File: config.mk
export PLATFORM = sky130hd
export DESIGN_NAME = trace_top
export DESIGN_NICKNAME = d
export VERILOG_FILES = /design/src/design/trace_pkg.sv /design/src/design/retire_if.sv /design/src/design/retire_queue.sv /design/src/design/retire_sender.sv /design/src/design/stage_tracker.sv /design/src/design/trace_top.sv
export SDC_FILE = /design/constraint.sdc
export NUM_CORES = 1
export LEC_CHECK = 0
export BUFFER_PORTS_ARGS = -buffer_cell sky130_fd_sc_hd__buf_4
export CAP_MARGIN = 40
export CORE_ASPECT_RATIO = 0.8
export CORE_MARGIN = 2
export CORE_UTILIZATION = 44
export DETAILED_ROUTE_END_ITERATION = 8
export SETUP_SLACK_MARGIN = 0.3
export SYNTH_ARGS = -nofsm -noshare
export SYNTH_HDL_FRONTEND = slang
export SYNTH_SLANG_ARGS = --single-unit
File: constraint.sdc
create_clock -name clk -period 8.5 [get_ports clk]
set_clock_uncertainty 0.05 [all_clocks]
set_input_delay 0 -clock clk [delete_from_list [all_inputs] [get_ports clk]]
set_output_delay 0 -clock clk [all_outputs]
set_load 0.03 [all_outputs]
File: src/design/trace_pkg.sv
package trace_pkg;

  //////////////////////////////////////////////////
  // Sizes shared by tracker, queue and sender
  //////////////////////////////////////////////////

  localparam int note_w              = 8;  // One stage note tag
  localparam int queue_depth_default = 4;  // Retire queue entries
  localparam int stall_cnt_w         = 3;  // Stall counter, saturates at 7

  //////////////////////////////////////////////////
  // Decoded instruction class
  //////////////////////////////////////////////////

  typedef enum logic [2:0] {
    op_nop    = 3'd0,  // Also the value before decode
    op_alu    = 3'd1,
    op_load   = 3'd2,
    op_store  = 3'd3,
    op_branch = 3'd4,
    op_jump   = 3'd5
  } op_t;

  //////////////////////////////////////////////////
  // One completed trace record
  //////////////////////////////////////////////////

  // Field order is also the bit order, pc in the MSBs
  typedef struct packed {
    logic [31:0]            pc;            // Fetch address
    op_t                    op;            // Captured when leaving decode
    logic [note_w-1:0]      fetch_note;
    logic [note_w-1:0]      decode_note;
    logic [note_w-1:0]      exec_note;
    logic [note_w-1:0]      mem_note;
    logic [note_w-1:0]      wb_note;
    logic [stall_cnt_w-1:0] stall_cycles;  // Fetch plus decode stall edges
  } trace_rec_t;

  // Record width, handy for debug dumps
  localparam int trace_rec_w = $bits(trace_rec_t);

endpackage

File: src/design/retire_if.sv
`timescale 1ns/1ps

interface retire_if;

  import trace_pkg::*;

  logic       push;  // One-cycle strobe, no handshake
  trace_rec_t rec;   // Valid only while push is high
  logic       full;  // Queue cannot take another record

  // Tracker side, never waits on full
  modport tracker (
    output push,
    output rec,
    input  full
  );

  // Queue side, drops the record when full
  modport queue (
    input  push,
    input  rec,
    output full
  );

endinterface

File: src/design/retire_queue.sv
`timescale 1ns/1ps

module retire_queue #(
  parameter int depth = trace_pkg::queue_depth_default
) (
  input  logic                  clk,
  input  logic                  rst_n,
  retire_if.queue               ret,
  input  logic                  pop,
  output trace_pkg::trace_rec_t head,
  output logic                  not_empty,
  output logic [7:0]            drop_count
);

  import trace_pkg::*;

  localparam int aw = (depth > 1) ? $clog2(depth) : 1;  // Pointer width
  localparam int cw = $clog2(depth + 1);               // Count reaches depth

  trace_rec_t      mem [depth];   // Storage, oldest at rd_ptr
  logic [aw-1:0]   wr_ptr;
  logic [aw-1:0]   rd_ptr;
  logic [cw-1:0]   count;         // Occupancy
  logic            do_push;
  logic            do_pop;

  // Wrap at depth, works for non power of two
  function automatic logic [aw-1:0] ptr_next(input logic [aw-1:0] p);
    return (p == aw'(depth - 1)) ? '0 : p + 1'b1;
  endfunction

  assign ret.full  = (count == cw'(depth));
  assign not_empty = (count != '0);
  assign head      = mem[rd_ptr];           // Oldest record
  assign do_push   = ret.push && !ret.full;  // Full push is dropped
  assign do_pop    = pop && not_empty;

  //////////////////////////////////////////////////
  // Pointers, occupancy, drop counter
  //////////////////////////////////////////////////

  always_ff @(posedge clk or negedge rst_n) begin
    if (!rst_n) begin
      wr_ptr     <= '0;
      rd_ptr     <= '0;
      count      <= '0;
      drop_count <= '0;
    end else begin
      if (do_push) wr_ptr <= ptr_next(wr_ptr);
      if (do_pop)  rd_ptr <= ptr_next(rd_ptr);
      case ({do_push, do_pop})
        2'b10:   count <= count + 1'b1;
        2'b01:   count <= count - 1'b1;
        default: count <= count;             // Both or neither
      endcase
      // Saturates at 255
      if (ret.push && ret.full && (drop_count != 8'hff)) begin
        drop_count <= drop_count + 1'b1;
      end
    end
  end

  always_ff @(posedge clk) begin
    if (do_push) mem[wr_ptr] <= ret.rec;
  end

  //////////////////////////////////////////////////
  // Checks
  //////////////////////////////////////////////////

  // Sender only completes a handshake on a queued record
  a_no_pop_empty: assert property (
    @(posedge clk) disable iff (!rst_n)
    pop |-> not_empty
  );

  a_count_bound: assert property (
    @(posedge clk) disable iff (!rst_n)
    count <= cw'(depth)
  );

endmodule

File: src/design/retire_sender.sv
`timescale 1ns/1ps

module retire_sender (
  input  logic                  clk,
  input  logic                  rst_n,
  input  trace_pkg::trace_rec_t head,
  input  logic                  not_empty,
  output logic                  pop,
  output logic                  out_req,
  input  logic                  out_ack,
  output trace_pkg::trace_rec_t out_rec
);

  // Four-phase master states
  typedef enum logic [1:0] {
    snd_idle    = 2'd0,  // Waiting for a queued record
    snd_req     = 2'd1,  // req high until ack rises
    snd_release = 2'd2   // req low until ack drops
  } snd_state_e;

  snd_state_e state;

  //////////////////////////////////////////////////
  // Handshake FSM
  //////////////////////////////////////////////////

  always_ff @(posedge clk or negedge rst_n) begin
    if (!rst_n) begin
      state <= snd_idle;
    end else begin
      case (state)
        snd_idle: begin
          if (not_empty) state <= snd_req;     // Raise req next cycle
        end
        snd_req: begin
          if (out_ack) state <= snd_release;   // Logger took it
        end
        snd_release: begin
          if (!out_ack) state <= snd_idle;     // Pop as the cycle completes
        end
        default: state <= snd_idle;
      endcase
    end
  end

  // Fields frozen from req rise until ack falls
  always_ff @(posedge clk) begin
    if (state == snd_idle && not_empty) out_rec <= head;
  end

  assign out_req = (state == snd_req);
  assign pop     = (state == snd_release) && !out_ack;  // One cycle strobe

endmodule

File: src/design/stage_tracker.sv
`timescale 1ns/1ps

module stage_tracker (
  input  logic                         clk,
  input  logic                         rst_n,
  input  logic                         fetch_valid,
  input  logic                         stall,
  input  logic [31:0]                  fetch_pc,
  input  trace_pkg::op_t               op,
  input  logic [trace_pkg::note_w-1:0] fetch_note,
  input  logic [trace_pkg::note_w-1:0] decode_note,
  input  logic [trace_pkg::note_w-1:0] exec_note,
  input  logic [trace_pkg::note_w-1:0] mem_note,
  input  logic [trace_pkg::note_w-1:0] wb_note,
  retire_if.tracker                    ret
);

  import trace_pkg::*;

  // One slot index per CPU stage
  typedef enum logic [2:0] {
    pos_fetch     = 3'd0,
    pos_decode    = 3'd1,
    pos_execute   = 3'd2,
    pos_memory    = 3'd3,
    pos_writeback = 3'd4
  } stage_e;

  logic [4:0] vld;        // Slot occupied
  trace_rec_t recs [5];   // Record per slot
  trace_rec_t fresh;      // New record at fetch
  trace_rec_t from_f;     // Records as they leave each slot
  trace_rec_t from_d;
  trace_rec_t from_e;
  trace_rec_t from_m;
  trace_rec_t from_w;
  logic       push_q;     // Retire strobe
  trace_rec_t rec_q;      // Retired record with wb note

  // Stall count saturates instead of wrapping
  function automatic logic [stall_cnt_w-1:0] sat_inc(input logic [stall_cnt_w-1:0] c);
    return (&c) ? c : c + 1'b1;
  endfunction

  //////////////////////////////////////////////////
  // Note capture on the leaving edge
  //////////////////////////////////////////////////

  always_comb begin
    fresh              = '0;
    fresh.pc           = fetch_pc;      // Only pc known at fetch
    fresh.op           = op_nop;

    from_f             = recs[pos_fetch];
    from_f.fetch_note  = fetch_note;

    from_d             = recs[pos_decode];
    from_d.decode_note = decode_note;
    from_d.op          = op;            // Class is known once decoded

    from_e             = recs[pos_execute];
    from_e.exec_note   = exec_note;

    from_m             = recs[pos_memory];
    from_m.mem_note    = mem_note;

    from_w             = recs[pos_writeback];
    from_w.wb_note     = wb_note;       // Last note completes the record
  end

  //////////////////////////////////////////////////
  // Slot occupancy and retire strobe
  //////////////////////////////////////////////////

  always_ff @(posedge clk or negedge rst_n) begin
    if (!rst_n) begin
      vld    <= '0;
      push_q <= 1'b0;
    end else begin
      if (!stall) begin
        vld[pos_fetch]   <= fetch_valid;        // Fetch accepted
        vld[pos_decode]  <= vld[pos_fetch];
        vld[pos_execute] <= vld[pos_decode];
      end else begin
        vld[pos_execute] <= 1'b0;               // Front end holds and execute takes a bubble
      end
      // Back end always moves
      vld[pos_memory]    <= vld[pos_execute];
      vld[pos_writeback] <= vld[pos_memory];
      push_q             <= vld[pos_writeback]; // Bubbles never retire
    end
  end

  //////////////////////////////////////////////////
  // Record payload
  //////////////////////////////////////////////////

  always_ff @(posedge clk) begin
    if (!stall) begin
      recs[pos_fetch]   <= fresh;
      recs[pos_decode]  <= from_f;
      recs[pos_execute] <= from_d;
    end else begin
      // Held records count the stall edge
      if (vld[pos_fetch]) begin
        recs[pos_fetch].stall_cycles  <= sat_inc(recs[pos_fetch].stall_cycles);
      end
      if (vld[pos_decode]) begin
        recs[pos_decode].stall_cycles <= sat_inc(recs[pos_decode].stall_cycles);
      end
    end
    recs[pos_memory]    <= from_e;
    recs[pos_writeback] <= from_m;
    rec_q               <= from_w;   // Meaningful only with push_q
  end

  assign ret.push = push_q;
  assign ret.rec  = rec_q;

  //////////////////////////////////////////////////
  // Checks
  //////////////////////////////////////////////////

  // Front-end slots only ever add stall edges while holding
  for (genvar g = 0; g < 2; g++) begin : g_hold_chk
    a_stall_no_dec: assert property (
      @(posedge clk) disable iff (!rst_n)
      (stall && vld[g]) |=>
        (recs[g].stall_cycles >= $past(recs[g].stall_cycles))
    );
  end

endmodule

File: src/design/trace_top.sv
`timescale 1ns/1ps

module trace_top #(
  parameter int queue_depth = trace_pkg::queue_depth_default
) (
  input  logic                              clk,
  input  logic                              rst_n,
  // CPU side
  input  logic                              fetch_valid,
  input  logic [31:0]                       fetch_pc,
  input  logic                              stall,
  input  trace_pkg::op_t                    op,
  input  logic [trace_pkg::note_w-1:0]      fetch_note,
  input  logic [trace_pkg::note_w-1:0]      decode_note,
  input  logic [trace_pkg::note_w-1:0]      exec_note,
  input  logic [trace_pkg::note_w-1:0]      mem_note,
  input  logic [trace_pkg::note_w-1:0]      wb_note,
  // Logger side
  output logic                              out_req,
  output logic [31:0]                       out_pc,
  output trace_pkg::op_t                    out_op,
  output logic [trace_pkg::note_w-1:0]      out_fetch_note,
  output logic [trace_pkg::note_w-1:0]      out_decode_note,
  output logic [trace_pkg::note_w-1:0]      out_exec_note,
  output logic [trace_pkg::note_w-1:0]      out_mem_note,
  output logic [trace_pkg::note_w-1:0]      out_wb_note,
  output logic [trace_pkg::stall_cnt_w-1:0] out_stall_cycles,
  input  logic                              out_ack,
  // Status
  output logic [7:0]                        drop_count
);

  import trace_pkg::*;

  retire_if   ret_bus ();  // Tracker to queue
  trace_rec_t head;        // Queue head to sender
  trace_rec_t out_rec;     // Record held during handshake
  logic       not_empty;
  logic       pop;

  stage_tracker u_tracker (
    .clk         (clk),
    .rst_n       (rst_n),
    .fetch_valid (fetch_valid),
    .stall       (stall),
    .fetch_pc    (fetch_pc),
    .op          (op),
    .fetch_note  (fetch_note),
    .decode_note (decode_note),
    .exec_note   (exec_note),
    .mem_note    (mem_note),
    .wb_note     (wb_note),
    .ret         (ret_bus.tracker)
  );

  retire_queue #(.depth(queue_depth)) u_queue (
    .clk        (clk),
    .rst_n      (rst_n),
    .ret        (ret_bus.queue),
    .pop        (pop),
    .head       (head),
    .not_empty  (not_empty),
    .drop_count (drop_count)
  );

  retire_sender u_sender (
    .clk       (clk),
    .rst_n     (rst_n),
    .head      (head),
    .not_empty (not_empty),
    .pop       (pop),
    .out_req   (out_req),
    .out_ack   (out_ack),
    .out_rec   (out_rec)
  );

  // Flatten record for the logger
  assign out_pc           = out_rec.pc;
  assign out_op           = out_rec.op;
  assign out_fetch_note   = out_rec.fetch_note;
  assign out_decode_note  = out_rec.decode_note;
  assign out_exec_note    = out_rec.exec_note;
  assign out_mem_note     = out_rec.mem_note;
  assign out_wb_note      = out_rec.wb_note;
  assign out_stall_cycles = out_rec.stall_cycles;

endmodule

Word level (Yosys, flattened, before mapping)
Memory sizes are Yosys's and may differ from the RTL's. A register that Yosys moved wholly into a read port is not among the register bits. Cells that the tools add are included.

Bits in registers: 31. RAM bits: 702. Bits of input ports: 80. Output and inout port bits: 87. Logic and storage cells: 66. Memories kept: 2.

Memory list: u_tracker.recs (words 5, width 78, read ports 5, clocked after memory_dff 1, write ports 5, line stage_tracker.sv:30) `trace_rec_t recs [5];`; u_queue.mem (words 4, width 78, read ports 1, clocked after memory_dff 1, write ports 1, line retire_queue.sv:20) `trace_rec_t mem [depth];`.

$add $sub $neg: 7. Equality and inequality tests: 11. Muxes and demuxes: 21. Bitwise logic cells: 2. Reduce and logical (&&, ||, !) cells: 14.

Operators with widths (count): 3-bit 2-to-1 mux (4); 1-bit 2-to-1 mux (10); 2-bit 2-to-1 mux (5); 3-bit by 1-bit adder with 3-bit output (second input constant) (3); 3-bit AND reduction (3); 8-bit by 1-bit adder with 8-bit output (second input constant) (1); 2-bit == test (second input constant) (4); 8-bit != test (second input constant) (1); 1-bit logical AND (6); 2-bit case mux with 3 select lines (1); 3-bit case mux with 2 select lines (1); 2-bit by 1-bit adder with 2-bit output (second input constant) (2); 2-bit by 1-bit == test with 1-bit output (second input constant) (2); 2-bit != test (second input constant) (2); 3-bit == test (second input constant) (1); 3-bit nonzero test (1); 3-bit by 1-bit subtractor with 3-bit output (second input constant) (1); 1-bit logical NOT (2); 2-bit logical NOT (1); 2-bit by 1-bit != test with 1-bit output (second input constant) (1); 1-bit OR (2); 2-bit nonzero test (1).

Longest topological paths before layout
Word-level depth: 5. Mapped depth: 9. Gate-level depth less buffers: 9.

Cells and area by module
A second synthesis with hierarchy kept.

Cell total of the unflattened synthesis: 948. Area, all modules: 23037.1 sq um.

By module, submodules not included: retire_queue (times used 1, cells an instance 489, area each 12094.1 sq um, sequential area each 9744.3 sq um); stage_tracker (times used 1, cells an instance 371, area each 8495.6 sq um, sequential area each 8318.0 sq um); retire_sender (times used 1, cells an instance 88, area each 2447.3 sq um, sequential area each 2392.3 sq um).

Worst setup path after synthesis
No wires, ideal clock.

Path kind: reg2reg. From: register u_queue.count[2]. To: register u_sender.out_rec[0] (netlist name). Setup time: 0.613 ns. Data arrival time: 5.831 ns. Data required time: 7.837 ns. Slack: 2.006 ns. Stages on the path, launching flop included: 3. Buffers on the path: 0. Clock period less this slack: 6.494 ns. Cells stage by stage: dfrtp_1 > nor3_1 > nor3_1.

Cells in the longest elaborated chain, start to end: 2.

Ends and longest elaborated chain: start: declaration (line retire_queue.sv:23) `logic [cw-1:0] count;`; start signal: assignment (line retire_queue.sv:52) `2'b10: count <= count + 1'b1;`; start signal: assignment (line retire_queue.sv:53) `2'b01: count <= count - 1'b1;`; start signal: assignment (line retire_queue.sv:54) `default: count <= count;`; 3-bit nonzero test (line retire_queue.sv:33) `assign not_empty = (count != '0);`; 1-bit logical AND (line retire_sender.sv:48) `if (state == snd_idle && not_empty) out_rec <= head;`.

No other way between the ends. A chain may end at the register's enable or synchronous reset.

Worst setup path in the final report
From: register u_queue.count[0]. To: memory u_queue.mem[1][45] (netlist bit), enable pin.

Cells in the longest elaborated chain, start to end: 5.

Ends and longest elaborated chain: 3-bit == test (line retire_queue.sv:32) `assign ret.full = (count == cw'(depth));`; 1-bit logical NOT (line retire_queue.sv:35) `assign do_push = ret.push && !ret.full;`; 1-bit logical AND (line retire_queue.sv:35); 1-bit 2-to-1 mux (line retire_queue.sv:64) `if (do_push) mem[wr_ptr] <= ret.rec;`; 1-bit 2-to-1 mux (implied by the code) (line retire_queue.sv:64); end: declaration (line retire_queue.sv:20).

No other way between the ends.

==> metrics.yaml <==
grt:
  grt_pass1_vias: 10000
  antenna_found_initial: 0
  gr-usage-all-layers_pct: 14.1
  grt_pass1_wl_um: 57500
  grt_overflow: 0
  grt_max_degree: 71
logic_synthesis:
  muxShareOfSynthArea_pct: 8.17
  synth_top_family_by_area: "multiplexers"
  synth_simple_gate_area_share_pct: 0.881
  synth_compound_area_share_pct: 0.452
  syn_nets: 1035
  avgSynthCellArea_um2: 24.4
  synth_area_leaders: "edfxtp_1 (68%), dfxtp_1 (18%), mux4_2 (7.6%)"
  syn_inst: 943
  yosys.area_share.adder_pct: 0.685
  synthDominantCellAreaShare_pct: 68.2
  synth_xor_area_share_pct: 0.190
  yosysTopAreaCell: "edfxtp_1"
  synth-seq-area-share_pct: 88.9
  ys_warn_count: 0
  synth_area_um2: 23000
  ys_ff_latch: 755
  synth_cell_types: 34
timing:
  rsz0062_at_grt: "false"
  tns_ns: 0
  hold-worst-slack_ns: 0.0466
  worstMarginPinSlew_ns: 0.847
  slew_viol_final: 0
  post-route-period-util_pct: 32.8
  hold_violations: 0
  min_period_ns: 2.79
  slew_headroom_pct: 43.5
  fmax_ghz: 0.359
  setup_violations: 0
die:
  dieWidth_um: 260
  die_area_um2: 54100
  ioPinCount: 167
  die_h_um: 208
  start_util_pct: 44.8
  rows: 74
  fp.coreArea_um2: 51400
critical_path:
  end_kind: "flop"
  crit_required_ns: 8.65
  worstPathCellList: "inv_1 -> a31oi_1 -> and2_4 -> buf_4"
  crit_fanout: 49
  max_stage_delay_ns: 0.70
  crit_arrival_ns: 2.94
  cp-start-kind: "flop"
  cp_slowest_cell: "buf_4"
  path_class: "reg -> reg"
place:
  port_buffers: 166
  hpwl_um: 21100
  dp_cells: 1786
  place.gp.congestion: 0.723
clocking:
  post_cts_resized: 0
  root_buffer: "clkbuf_16"
  cts_setup_buffers: 0
  tritoncts: "done"
  clk_pin_slew_ns: 0.06
  cts_buffer_depth: 3
  clock-sinks: 755
  h-tree-depth: 3
  ctsHoldBuffers: 103
  clkLatencyLatePin_ns: 0.58
  cts_made_buffers: 70
routing:
  vias: 9491
  wl_per_cell_um: 18.7
  drc_errors: 0
  first_pass_iters: 4
  wl_um: 37600
  drt-initial-drc-count: 485
  vias_per_cell: 4.71
  drtAntennaViolNets: 0
cells_and_area:
  insertedDiodeCount: 0
  syn_to_final_growth_pct: 24.5
  stdcell_count: 2015
  drive_gt1_share_pct: 28.9
  layout_commonest_cell: "edfxtp_1"
  fin_nets: 1369
  final_cell_mix: "edfxtp_1 (522), dfxtp_1 (210), buf_4 (175), dlygate4sd3_1 (102), mux4_2 (78)"
min_path:
  worstHoldPathType: "in -> reg"
status:
  outcome: "finished clean"
run:
  maxCapViolations: 0
power_and_ir_drop:
  total_leakage_power_nw: 10.3
  p_per_area_nw_per_um2: 340
  ir_drop_v: 0.000187
-- synth_stat cells, drive strengths merged --
library cell and n:
nand2b 1, mux2 10, nand3 3, edfxtp 522, buf 13, nand4 2
mux2i 1, a21oi 4, and3 4, and4bb 1, clkbuf 7, nor4b 1
fa 1, nor2 6, nand4bb 1, and2 4, inv 13, mux4 78
a211oi 2, ha 11, xor2 2, a21o 2, nor3 2, a41oi 2
dfxtp 210, nand2 4, nor2b 1, and4 2, o21ai 6, a31oi 1
dfrtp 23, xnor2 3
-- kinds of logic (layout without fill, tap and decap cells) --
family          after synthesis  after routing
compound gates               17             17
flops                       755            755
xor+xnor                      5              5
mux                          89             89
buf+inv                      33            421
simple gates                 32             32
fa+ha+maj                    12             12
-- state kept, by name, indices dropped and copies added (netlist names) --
register and flops:
u_queue.count 3, u_queue.drop_count 8, u_queue.mem 312, u_queue.rd_ptr 2, u_queue.wr_ptr 2, u_sender.out_rec 78
u_sender.state 2, u_tracker.recs 264, u_tracker.ret.push 1, u_tracker.ret.rec 78, u_tracker.vld 5
-- power breakdown --
group,switching [mW],leakage (nW),internal (mW)
registers,0.322,6.93,4.54
clock network,1.28,1.19,1.92
logic,0.950,2.14,0.737
-- worst paths after layout --
kind / from / endpoint / slack [ns] / cells after the start
setup reg to reg: u_queue.count[0] / u_queue.mem[1][45] / 5.71 / 4
max in group asynchronous: rst_n / u_queue.rd_ptr[1] / 7.83 / 4
setup / recovery: u_queue.count[0] / u_queue.mem[1][45] / 5.71 / 4
min in group asynchronous: rst_n / u_queue.rd_ptr[0] / 0.41 / 4
hold / removal: wb_note[5] / u_tracker.ret.rec[8] / 0.05 / 2
hold reg to reg: u_tracker.recs[3][73] / u_tracker.recs[4][73] / 0.26 / 0
-- stage by stage --
stage	total power [mW]	instance area (um^2)	worst slack (ns)	utilization [%]
after floorplan	5.94	23000	2.01	-
after global placement	6.57	25100	5.69	48.8
after detailed placement	6.63	25200	5.68	49.0
after CTS	9.89	28600	5.66	55.7
after global routing	10.1	28600	5.48	55.7
final	9.74	28600	5.71	55.7
-- final cells by class --
cell class	instances	area [um^2]
Tap cell	684	856
Sequential cell	755	20500
Fill cell	3830	22800
Clock inverter	26	288
Inverter	13	53.8
Timing Repair Buffer	282	2450
Multi-Input combinational cell	155	2400
Clock buffer	100	2110
-- critical path, delay by kind of cell, from the launching register on --
kind	cells	cell delay [ns]
buffers and inverters	2	0.80
and+or+nand+nor	1	0.57
AOI/OAI and AO/OA	1	0.54
DFF	1	0.41
-- routing by layer --
metal / global-route usage, % / vias up / part of all wire, %
met5: 0 / - / 0
met4: 4.38 / 0 / 1.9
met3: 3.39 / 61 / 4.5
met2: 21.7 / 203 / 47
met1: 20.0 / 4848 / 47
li1: - / 4379 / -
No activity file was read; power rests on OpenSTA's default activity.
